==> src/cpuPkg.sv <==
package cpuPkg;

	// Plain vector types with a meaning
	typedef logic [31:0] instrT;
	typedef logic [3:0]  condT;
	typedef logic [2:0]  opT;
	typedef logic [5:0]  functT;
	typedef logic [4:0]  regAddrT;
	typedef logic [3:0]  aluCtrlT;
	typedef logic [3:0]  flagsT;    // {N, Z, C, V}
	typedef logic [6:0]  memCtrlT;
	typedef logic [15:0] pixAddrT;
	typedef logic [3:0]  kernIdxT;

	// ARM condition codes, 4'b1111 is treated as always
	typedef enum logic [3:0] {
		CondEq = 4'b0000,
		CondNe = 4'b0001,
		CondCs = 4'b0010,
		CondCc = 4'b0011,
		CondMi = 4'b0100,
		CondPl = 4'b0101,
		CondVs = 4'b0110,
		CondVc = 4'b0111,
		CondHi = 4'b1000,
		CondLs = 4'b1001,
		CondGe = 4'b1010,
		CondLt = 4'b1011,
		CondGt = 4'b1100,
		CondLe = 4'b1101,
		CondAl = 4'b1110
	} condCodeE;

	// Instruction field positions
	localparam int CondMsb  = 31;
	localparam int OpMsb    = 27;
	localparam int FunctMsb = 24;
	localparam int RdMsb    = 18;

	localparam int PcReg = 15;

	// Memory control word bits, bit 4 reserved
	localparam int McRamWrite = 0;
	localparam int McRead     = 1;
	localparam int McRomSel   = 2;
	localparam int McStep     = 3;
	localparam int McWbSel    = 5;
	localparam int McSecEn    = 6;

	localparam int KernelSize = 9;    // Coefficients per kernel

endpackage

==> src/condUnit.sv <==
`timescale 1ns/1ps

module condUnit (
	input  logic            clk,
	input  logic            reset,
	input  cpuPkg::condT    condE,
	input  logic [1:0]      flagWriteE,
	input  logic            pcSrcE,
	input  logic            regWriteE,
	input  logic            memWriteE,
	input  cpuPkg::memCtrlT memCtrlE,
	input  cpuPkg::flagsT   aluFlags,
	output logic            pcSrcG,
	output logic            regWriteG,
	output logic            memWriteG,
	output cpuPkg::memCtrlT memCtrlG,
	output cpuPkg::flagsT   flags
);
	import cpuPkg::*;

	logic n;
	logic z;
	logic c;
	logic v;
	logic condEx;

	assign {n, z, c, v} = flags;

	// ARM condition table against the stored flags
	always_comb begin
		case (condE)
			CondEq:  condEx = z;
			CondNe:  condEx = ~z;
			CondCs:  condEx = c;
			CondCc:  condEx = ~c;
			CondMi:  condEx = n;
			CondPl:  condEx = ~n;
			CondVs:  condEx = v;
			CondVc:  condEx = ~v;
			CondHi:  condEx = c & ~z;
			CondLs:  condEx = ~c | z;
			CondGe:  condEx = (n == v);
			CondLt:  condEx = (n != v);
			CondGt:  condEx = ~z & (n == v);
			CondLe:  condEx = z | (n != v);
			default: condEx = 1'b1;    // AL and 1111
		endcase
	end

	// Side effects only for executed instructions
	assign pcSrcG    = pcSrcE & condEx;
	assign regWriteG = regWriteE & condEx;
	assign memWriteG = memWriteE & condEx;
	assign memCtrlG  = condEx ? memCtrlE : '0;

	// N/Z and C/V load independently
	always_ff @(posedge clk) begin
		if (reset) begin
			flags <= '0;
		end else if (condEx) begin
			if (flagWriteE[1])
				flags[3:2] <= aluFlags[3:2];
			if (flagWriteE[0])
				flags[1:0] <= aluFlags[1:0];
		end
	end

endmodule

==> src/controlUnit.sv <==
`timescale 1ns/1ps

module controlUnit (
	input  logic            clk,
	input  logic            reset,
	input  logic            stall,
	input  logic            flush,
	input  cpuPkg::instrT   instr,
	input  cpuPkg::flagsT   aluFlags,
	output logic            memToRegE,
	output logic            aluSrcE,
	output logic [1:0]      immSrcE,
	output logic [1:0]      regSrcE,
	output cpuPkg::aluCtrlT aluControlE,
	output logic            branchE,
	output logic            pcSrcG,
	output logic            regWriteG,
	output logic            memWriteG,
	output cpuPkg::flagsT   flags,
	output logic            ramWrite,
	output logic            kernelRead,
	output logic            romRead,
	output logic            memWbSel,
	output cpuPkg::pixAddrT pixelAddr,
	output cpuPkg::kernIdxT kernelIdx,
	output cpuPkg::pixAddrT ramAddr
);
	import cpuPkg::*;

	// Instruction fields
	condT    cond;
	opT      op;
	functT   funct;
	regAddrT rd;

	// Decode stage controls
	logic [1:0] flagWrite;
	logic       pcSrc;
	logic       regWrite;
	logic       memWrite;
	logic       memToReg;
	logic       aluSrc;
	logic [1:0] immSrc;
	logic [1:0] regSrc;
	aluCtrlT    aluControl;
	logic       branch;
	memCtrlT    memCtrl;

	// Execute stage controls before gating
	condT       condE;
	logic [1:0] flagWriteE;
	logic       pcSrcE;
	logic       regWriteE;
	logic       memWriteE;
	memCtrlT    memCtrlE;
	memCtrlT    memCtrlG;

	assign cond  = instr[CondMsb -: $bits(condT)];
	assign op    = instr[OpMsb -: $bits(opT)];
	assign funct = instr[FunctMsb -: $bits(functT)];
	assign rd    = instr[RdMsb -: $bits(regAddrT)];

	decoder u_decoder (
		.op, .funct, .rd,
		.flagWrite, .pcSrc, .regWrite, .memWrite, .memToReg, .aluSrc,
		.immSrc, .regSrc, .aluControl, .branch, .memCtrl
	);

	decodeExecReg u_decodeExecReg (
		.clk, .reset, .stall, .flush,
		.cond, .flagWrite, .pcSrc, .regWrite, .memWrite, .memToReg, .aluSrc,
		.immSrc, .regSrc, .aluControl, .branch, .memCtrl,
		.condE, .flagWriteE, .pcSrcE, .regWriteE, .memWriteE, .memToRegE, .aluSrcE,
		.immSrcE, .regSrcE, .aluControlE, .branchE, .memCtrlE
	);

	condUnit u_condUnit (
		.clk, .reset,
		.condE, .flagWriteE, .pcSrcE, .regWriteE, .memWriteE, .memCtrlE, .aluFlags,
		.pcSrcG, .regWriteG, .memWriteG, .memCtrlG, .flags
	);

	imageMemCtrl u_imageMemCtrl (
		.clk, .reset,
		.memCtrl (memCtrlG),    // Gated word drives strobes and pointers
		.ramWrite, .kernelRead, .romRead, .memWbSel,
		.pixelAddr, .kernelIdx, .ramAddr
	);

endmodule

==> src/decodeExecReg.sv <==
`timescale 1ns/1ps

module decodeExecReg (
	input  logic            clk,
	input  logic            reset,
	input  logic            stall,
	input  logic            flush,
	input  cpuPkg::condT    cond,
	input  logic [1:0]      flagWrite,
	input  logic            pcSrc,
	input  logic            regWrite,
	input  logic            memWrite,
	input  logic            memToReg,
	input  logic            aluSrc,
	input  logic [1:0]      immSrc,
	input  logic [1:0]      regSrc,
	input  cpuPkg::aluCtrlT aluControl,
	input  logic            branch,
	input  cpuPkg::memCtrlT memCtrl,
	output cpuPkg::condT    condE,
	output logic [1:0]      flagWriteE,
	output logic            pcSrcE,
	output logic            regWriteE,
	output logic            memWriteE,
	output logic            memToRegE,
	output logic            aluSrcE,
	output logic [1:0]      immSrcE,
	output logic [1:0]      regSrcE,
	output cpuPkg::aluCtrlT aluControlE,
	output logic            branchE,
	output cpuPkg::memCtrlT memCtrlE
);
	import cpuPkg::*;

	always_ff @(posedge clk) begin
		if (reset || flush) begin    // Bubble, flush beats stall
			condE       <= CondAl;
			flagWriteE  <= '0;
			pcSrcE      <= 1'b0;
			regWriteE   <= 1'b0;
			memWriteE   <= 1'b0;
			memToRegE   <= 1'b0;
			aluSrcE     <= 1'b0;
			immSrcE     <= '0;
			regSrcE     <= '0;
			aluControlE <= '0;
			branchE     <= 1'b0;
			memCtrlE    <= '0;
		end else if (!stall) begin
			condE       <= cond;
			flagWriteE  <= flagWrite;
			pcSrcE      <= pcSrc;
			regWriteE   <= regWrite;
			memWriteE   <= memWrite;
			memToRegE   <= memToReg;
			aluSrcE     <= aluSrc;
			immSrcE     <= immSrc;
			regSrcE     <= regSrc;
			aluControlE <= aluControl;
			branchE     <= branch;
			memCtrlE    <= memCtrl;
		end
	end

endmodule

==> src/decoder.sv <==
`timescale 1ns/1ps

module decoder (
	input  cpuPkg::opT      op,
	input  cpuPkg::functT   funct,
	input  cpuPkg::regAddrT rd,
	output logic [1:0]      flagWrite,
	output logic            pcSrc,
	output logic            regWrite,
	output logic            memWrite,
	output logic            memToReg,
	output logic            aluSrc,
	output logic [1:0]      immSrc,
	output logic [1:0]      regSrc,
	output cpuPkg::aluCtrlT aluControl,
	output logic            branch,
	output cpuPkg::memCtrlT memCtrl
);
	import cpuPkg::*;

	logic [9:0] controls;    // {regSrc, immSrc, aluSrc, memToReg, regWrite, memWrite, branch, aluOp}
	logic       aluOp;

	// Main control word and memory control word per opcode
	always_comb begin
		memCtrl = '0;
		case (op)
			3'b000: controls = funct[5] ? 10'b0000101001 : 10'b0000001001;    // Data processing
			3'b001: controls = funct[0] ? 10'b0001111000 : 10'b1001110100;    // LDR / STR
			3'b010: controls = 10'b0010100010;                                // Branch
			3'b100: begin    // Kernel read
				controls            = 10'b0000011001;
				memCtrl[McSecEn]    = 1'b1;
				memCtrl[McWbSel]    = 1'b1;
				memCtrl[McRead]     = 1'b1;
				memCtrl[McStep]     = funct[5];    // Step bit walks the kernel
			end
			3'b101: begin    // Picture save
				controls            = 10'b1000100101;
				memCtrl[McWbSel]    = 1'b1;
				memCtrl[McRamWrite] = 1'b1;
			end
			3'b110: begin    // Pixel read
				controls          = 10'b0000011001;
				memCtrl[McSecEn]  = 1'b1;
				memCtrl[McStep]   = 1'b1;
				memCtrl[McRomSel] = 1'b1;
				memCtrl[McRead]   = 1'b1;
			end
			default: controls = '0;    // Unknown opcode acts as a no-op
		endcase
	end

	assign {regSrc, immSrc, aluSrc, memToReg, regWrite, memWrite, branch, aluOp} = controls;

	// ALU operation and flag write enables
	always_comb begin
		if (aluOp) begin
			case (funct[4:1])
				4'b0000: aluControl = 4'b0000;    // Vector add
				4'b0001: aluControl = 4'b0110;    // Multiply
				4'b0010: aluControl = 4'b0010;    // Subtract
				4'b0011: aluControl = 4'b0111;    // Concatenate
				4'b0100: aluControl = 4'b0011;    // Add
				4'b1100: aluControl = 4'b0101;    // Scale
				4'b1101: aluControl = 4'b0001;    // Dot product
				4'b1111: aluControl = 4'b0100;    // Compare
				default: aluControl = 4'b0000;
			endcase

			// S bit enables N/Z, C/V only for add and subtract
			flagWrite[1] = funct[0];
			flagWrite[0] = funct[0] & ((aluControl == 4'b0011) | (aluControl == 4'b0010));
		end else begin
			aluControl = 4'b0011;    // Address and branch target add
			flagWrite  = 2'b00;
		end
	end

	// Writing the PC register behaves like a branch
	assign pcSrc = ((rd == regAddrT'(PcReg)) & regWrite) | branch;

endmodule

==> src/imageMemCtrl.sv <==
`timescale 1ns/1ps

module imageMemCtrl (
	input  logic            clk,
	input  logic            reset,
	input  cpuPkg::memCtrlT memCtrl,
	output logic            ramWrite,
	output logic            kernelRead,
	output logic            romRead,
	output logic            memWbSel,
	output cpuPkg::pixAddrT pixelAddr,
	output cpuPkg::kernIdxT kernelIdx,
	output cpuPkg::pixAddrT ramAddr
);
	import cpuPkg::*;

	logic secRead;
	logic step;

	assign secRead = memCtrl[McSecEn] & memCtrl[McRead];
	assign step    = memCtrl[McStep];

	// Strobes straight from the gated control word
	assign ramWrite   = memCtrl[McRamWrite];
	assign kernelRead = secRead & ~memCtrl[McRomSel];
	assign romRead    = secRead & memCtrl[McRomSel];
	assign memWbSel   = memCtrl[McWbSel];

	// Pixel pointer into the ROM
	always_ff @(posedge clk) begin
		if (reset)
			pixelAddr <= '0;
		else if (romRead && step)
			pixelAddr <= pixelAddr + pixAddrT'(1);
	end

	// Kernel coefficient index wraps at the kernel size
	always_ff @(posedge clk) begin
		if (reset) begin
			kernelIdx <= '0;
		end else if (kernelRead && step) begin
			if (kernelIdx == kernIdxT'(KernelSize - 1))
				kernelIdx <= '0;
			else
				kernelIdx <= kernelIdx + kernIdxT'(1);
		end
	end

	// Output position in the picture RAM
	always_ff @(posedge clk) begin
		if (reset)
			ramAddr <= '0;
		else if (ramWrite)
			ramAddr <= ramAddr + pixAddrT'(1);
	end

endmodule
==> config.mk <==
export PLATFORM = sky130hd
export DESIGN_NAME = controlUnit
export DESIGN_NICKNAME = d
export VERILOG_FILES = /design/src/cpuPkg.sv /design/src/condUnit.sv /design/src/controlUnit.sv /design/src/decodeExecReg.sv /design/src/decoder.sv /design/src/imageMemCtrl.sv
export SDC_FILE = /design/constraint.sdc
export NUM_CORES = 1
export LEC_CHECK = 0
export BUFFER_PORTS_ARGS = -buffer_cell sky130_fd_sc_hd__buf_2
export CAP_MARGIN = 20
export CORE_UTILIZATION = 30
export CTS_BUF_LIST = sky130_fd_sc_hd__clkbuf_4
export DETAILED_ROUTE_END_ITERATION = 7
export GPL_ROUTABILITY_DRIVEN = 0
export SETUP_SLACK_MARGIN = 0.05
export SLEW_MARGIN = 20
export SYNTH_ARGS = -nofsm -noshare
export SYNTH_HDL_FRONTEND = slang
export SYNTH_SLANG_ARGS = --single-unit
==> constraint.sdc <==
create_clock -name clk -period 4.93 [get_ports clk]
set_clock_uncertainty 0.2 [all_clocks]
set_input_delay 1.2325 -clock clk [delete_from_list [all_inputs] [get_ports clk]]
set_output_delay 1.2325 -clock clk [all_outputs]
set_load 0.01 [all_outputs]
==> results by group <==
Die
  – Rows: 37
  – Initial Util: 0.311
  – Die Wd: 106 um
  – Core footprint: 10,400 sq um
  – DIE HEIGHT: 106 um
  – Die area: 11,200 sq um
  – I/O pin count: 98

Synth
  – Number of flops mapped to enable cells by yosys: 0
  – Mean area per synthesized cell: 8.24 sq um
  – Count leader, synth: dfxtp_1
  – Netlist cell types: 51
  – Seq/Total Area, Yosys: 0.379
  – Commonest cells post-synth: 61 x dfxtp_1, 50 x nor2_1, 33 x a21oi_1, 26 x nand2_1, 19 x o21ai_0
  – Share of the synthesized area in the top cell type: 0.379
  – Async SR Flop Fraction: 0
  – Post-Synthesis Cell Area: 3220 sq um
  – #FFs+latches synth: 61
  – Synth Instances: 391
  – Predominant post-synthesis flop cell: dfxtp_1
  – Yosys top cell by area: dfxtp_1
  – Warnings from Yosys: 0
  – Area contributors post-synth: dfxtp_1 38%, nor2_1 5.8%, a21oi_1 5.1%

Cells and area
  – Post-Layout Cell Count: 601
  – Share of cells above drive strength 1: 0.245
  – Area delta synth->final: 18.0%
  – # diodes: 0
  – Total Nets Final: 508

Setup path
  – Worst Path Required: 3500 ps
  – Worst setup startpoint: u_decodeExecReg.condE[1]
  – RR Startpoint: u_decodeExecReg.condE[0]
  – Crit path largest cell delay: 700 ps
  – Crit-path max FO: 19
  – Critical Path End Type: primary output
  – CP Class: flip-flop to primary output
  – Reg2Reg Depth: 6
  – Worst Path Arrival: 2750 ps
  – CP Cell Sequence: mux2i_1 > mux2i_1 > o211ai_2 > or3_1 > and3_1 > buf_2
  – Worst path most repeated cell: mux2i_1
  – Crit path max-delay cell type: or3_1
  – Worst Setup Start Kind: flip-flop

Pwr
  – Peak supply drop: 0.138 mV
  – Final Power: 0.879 mW
  – Leak: 1.65 nW
  – Sw Pwr: 0.236 mW
  – Internal power: 0.642 mW
  – Reg power frac: 0.572
  – Clock power share: 0.334
  – Combinational Power Share: 0.095
  – Switch share: 0.269
  – Pwr/cell area: 231 nW/um^2

Clock tree
  – Clock buffer depth: 2
  – Sink Count: 61
  – Post-CTS sizing: 0
  – Clk pin slew, worst setup/hold paths: 100 ps
  – Root Driver: clkbuf_4
  – CTS tree: yes
  – Clock Latency Late Sink: 390 ps
  – Hold-fix buffers, CTS: 0
  – H-tree level count: 3
  – Inserted Clock Buffers: 9
  – Postcts setup bufs: 0

Timing
  – Tightest Pin Transition: 768 ps
  – Fin. max-slew vios: 0
  – Final setup viols: 0
  – Hold slack: 281 ps
  – RSZ-0062 raised after global routing: false
  – Post-layout min period: 4180 ps
  – Setup TNS Final: 0 ps
  – Final Hold Fails: 0
  – F_max: 239 MHz
  – Slew headroom: 0.488
  – Final Cycle Share: 0.848

Route
  – Final WL: 7.99 mm
  – Initial DRC Count: 108
  – DRT Pass-1 Iters: 5
  – Vias per cell: 5.10
  – Routed Antenna Nets: 0
  – Post-route DRC: 0
  – Detailed-route via count: 3,064
  – Avg WL per Cell: 13.3 um

Outcome
  – Status: finished, final reports clean

Placement
  – Post-DP HPWL: 5.70 mm
  – Port Buffers: 81
  – Placed cells: 585

Hold path
  – HP Start: u_decodeExecReg.aluControlE[0]
  – Hold depth: 2
  – Worst hold path type: flip-flop to flip-flop

Global routing
  – Vias in the first global route: 2,864
  – Initial antenna violation count: 0
  – Global route overflow: 0
  – Largest net degree at the start of global routing: 44
  – Tot GR Track Use: 0.148
  – First-pass GRT wire length: 13.4 mm

Run
  – Max-cap violations: 0
registers in the layout, summed over array words and instances, names as in the netlist:
register	count
u_condUnit.flags	4
u_decodeExecReg.aluControlE	3
u_decodeExecReg.aluSrcE	1
u_decodeExecReg.branchE	1
u_decodeExecReg.condE	4
u_decodeExecReg.flagWriteE	2
u_decodeExecReg.immSrcE	1
u_decodeExecReg.memCtrlE	5
u_decodeExecReg.memToRegE	1
u_decodeExecReg.pcSrcE	1
u_decodeExecReg.regSrcE	1
u_decodeExecReg.regWriteE	1
u_imageMemCtrl.kernelIdx	4
u_imageMemCtrl.pixelAddr	16
u_imageMemCtrl.ramAddr	16
per-stage QoR:
step	instance area [sq um]	setup slack, ps	util
2_1_floorplan	3220	1560	-
3_3_place_gp	3680	1250	0.355
3_5_place_dp	3680	1150	0.355
4_1_cts	3790	698	0.365
5_1_grt	3800	561	0.367
6_report	3800	748	0.367
cell type report:
type	instances	area, sq um
fill	1126	6570
clock buffer	12	90.1
timing repair buffer	85	443
multi-input combinational	292	1820
clock inverter	3	13.8
inverter	12	45.0
tap	136	170
sequential	61	1220
critical path, delay by kind of cell, from the launching register on:
family	cells	cell delay (ps)
compound gates	1	200
buf+inv	1	130
flops	1	480
mux	2	530
simple gates	2	1020
cell families after synthesis:
logic type | count (synthesis) | synth area share
AOI/OAI and AO/OA | 84 | 0.163
xor gates and xnor gates | 5 | 0.0159
muxes | 20 | 0.0660
DFF | 61 | 0.379
other | 1 | 0.00116
buffers and inverters | 39 | 0.0575
and+or+nand+nor | 174 | 0.290
adders and majority gates | 7 | 0.0272
final timing paths:
check / end / slack (ps)
worst max-delay path: romRead / 750
worst min-delay path: u_decodeExecReg.aluControlE[0] / 280
worst max register to register: u_imageMemCtrl.ramAddr[10] / 2090
worst min register to register: u_decodeExecReg.aluControlE[0] / 280
layout by cell type, fill, tap and decap left out, drive strengths merged, types with 4 or more instances in the layout:
cell,netlist,final
inv,12,12
ha,7,7
nand2,26,26
and3,10,10
dfxtp,61,61
nand2b,6,6
mux2,10,10
nor2,50,50
o31ai,11,11
mux2i,10,10
nor3b,6,6
nor3,9,9
or3,7,7
nand4,8,8
a22oi,4,4
nand3,11,11
a21oi,33,33
clkbuf,15,12
or4,12,12
o21ai,19,19
buf,12,85
and2,5,5
nor2b,15,15
power by group through the flow:
stage          registers (mW)  clock network [mW]  logic, mW
6_report                0.502               0.293     0.0831
5_1_grt                 0.504               0.329     0.0926
4_1_cts                 0.502               0.309     0.0809
3_5_place_dp            0.514                   0     0.0806
3_3_place_gp            0.513                   0     0.0784
2_1_floorplan           0.512                   0     0.0592
routing by layer:
metal / track usage / up-vias / share of wire
li1: - / 1531 / -
met1: 0.183 / 1439 / 0.47
met2: 0.243 / 88 / 0.45
met3: 0.0495 / 6 / 0.067
met4: 0.0437 / 0 / 0.0079
met5: 0 / - / 0
Note: power is estimated with default switching activity, not from simulation.
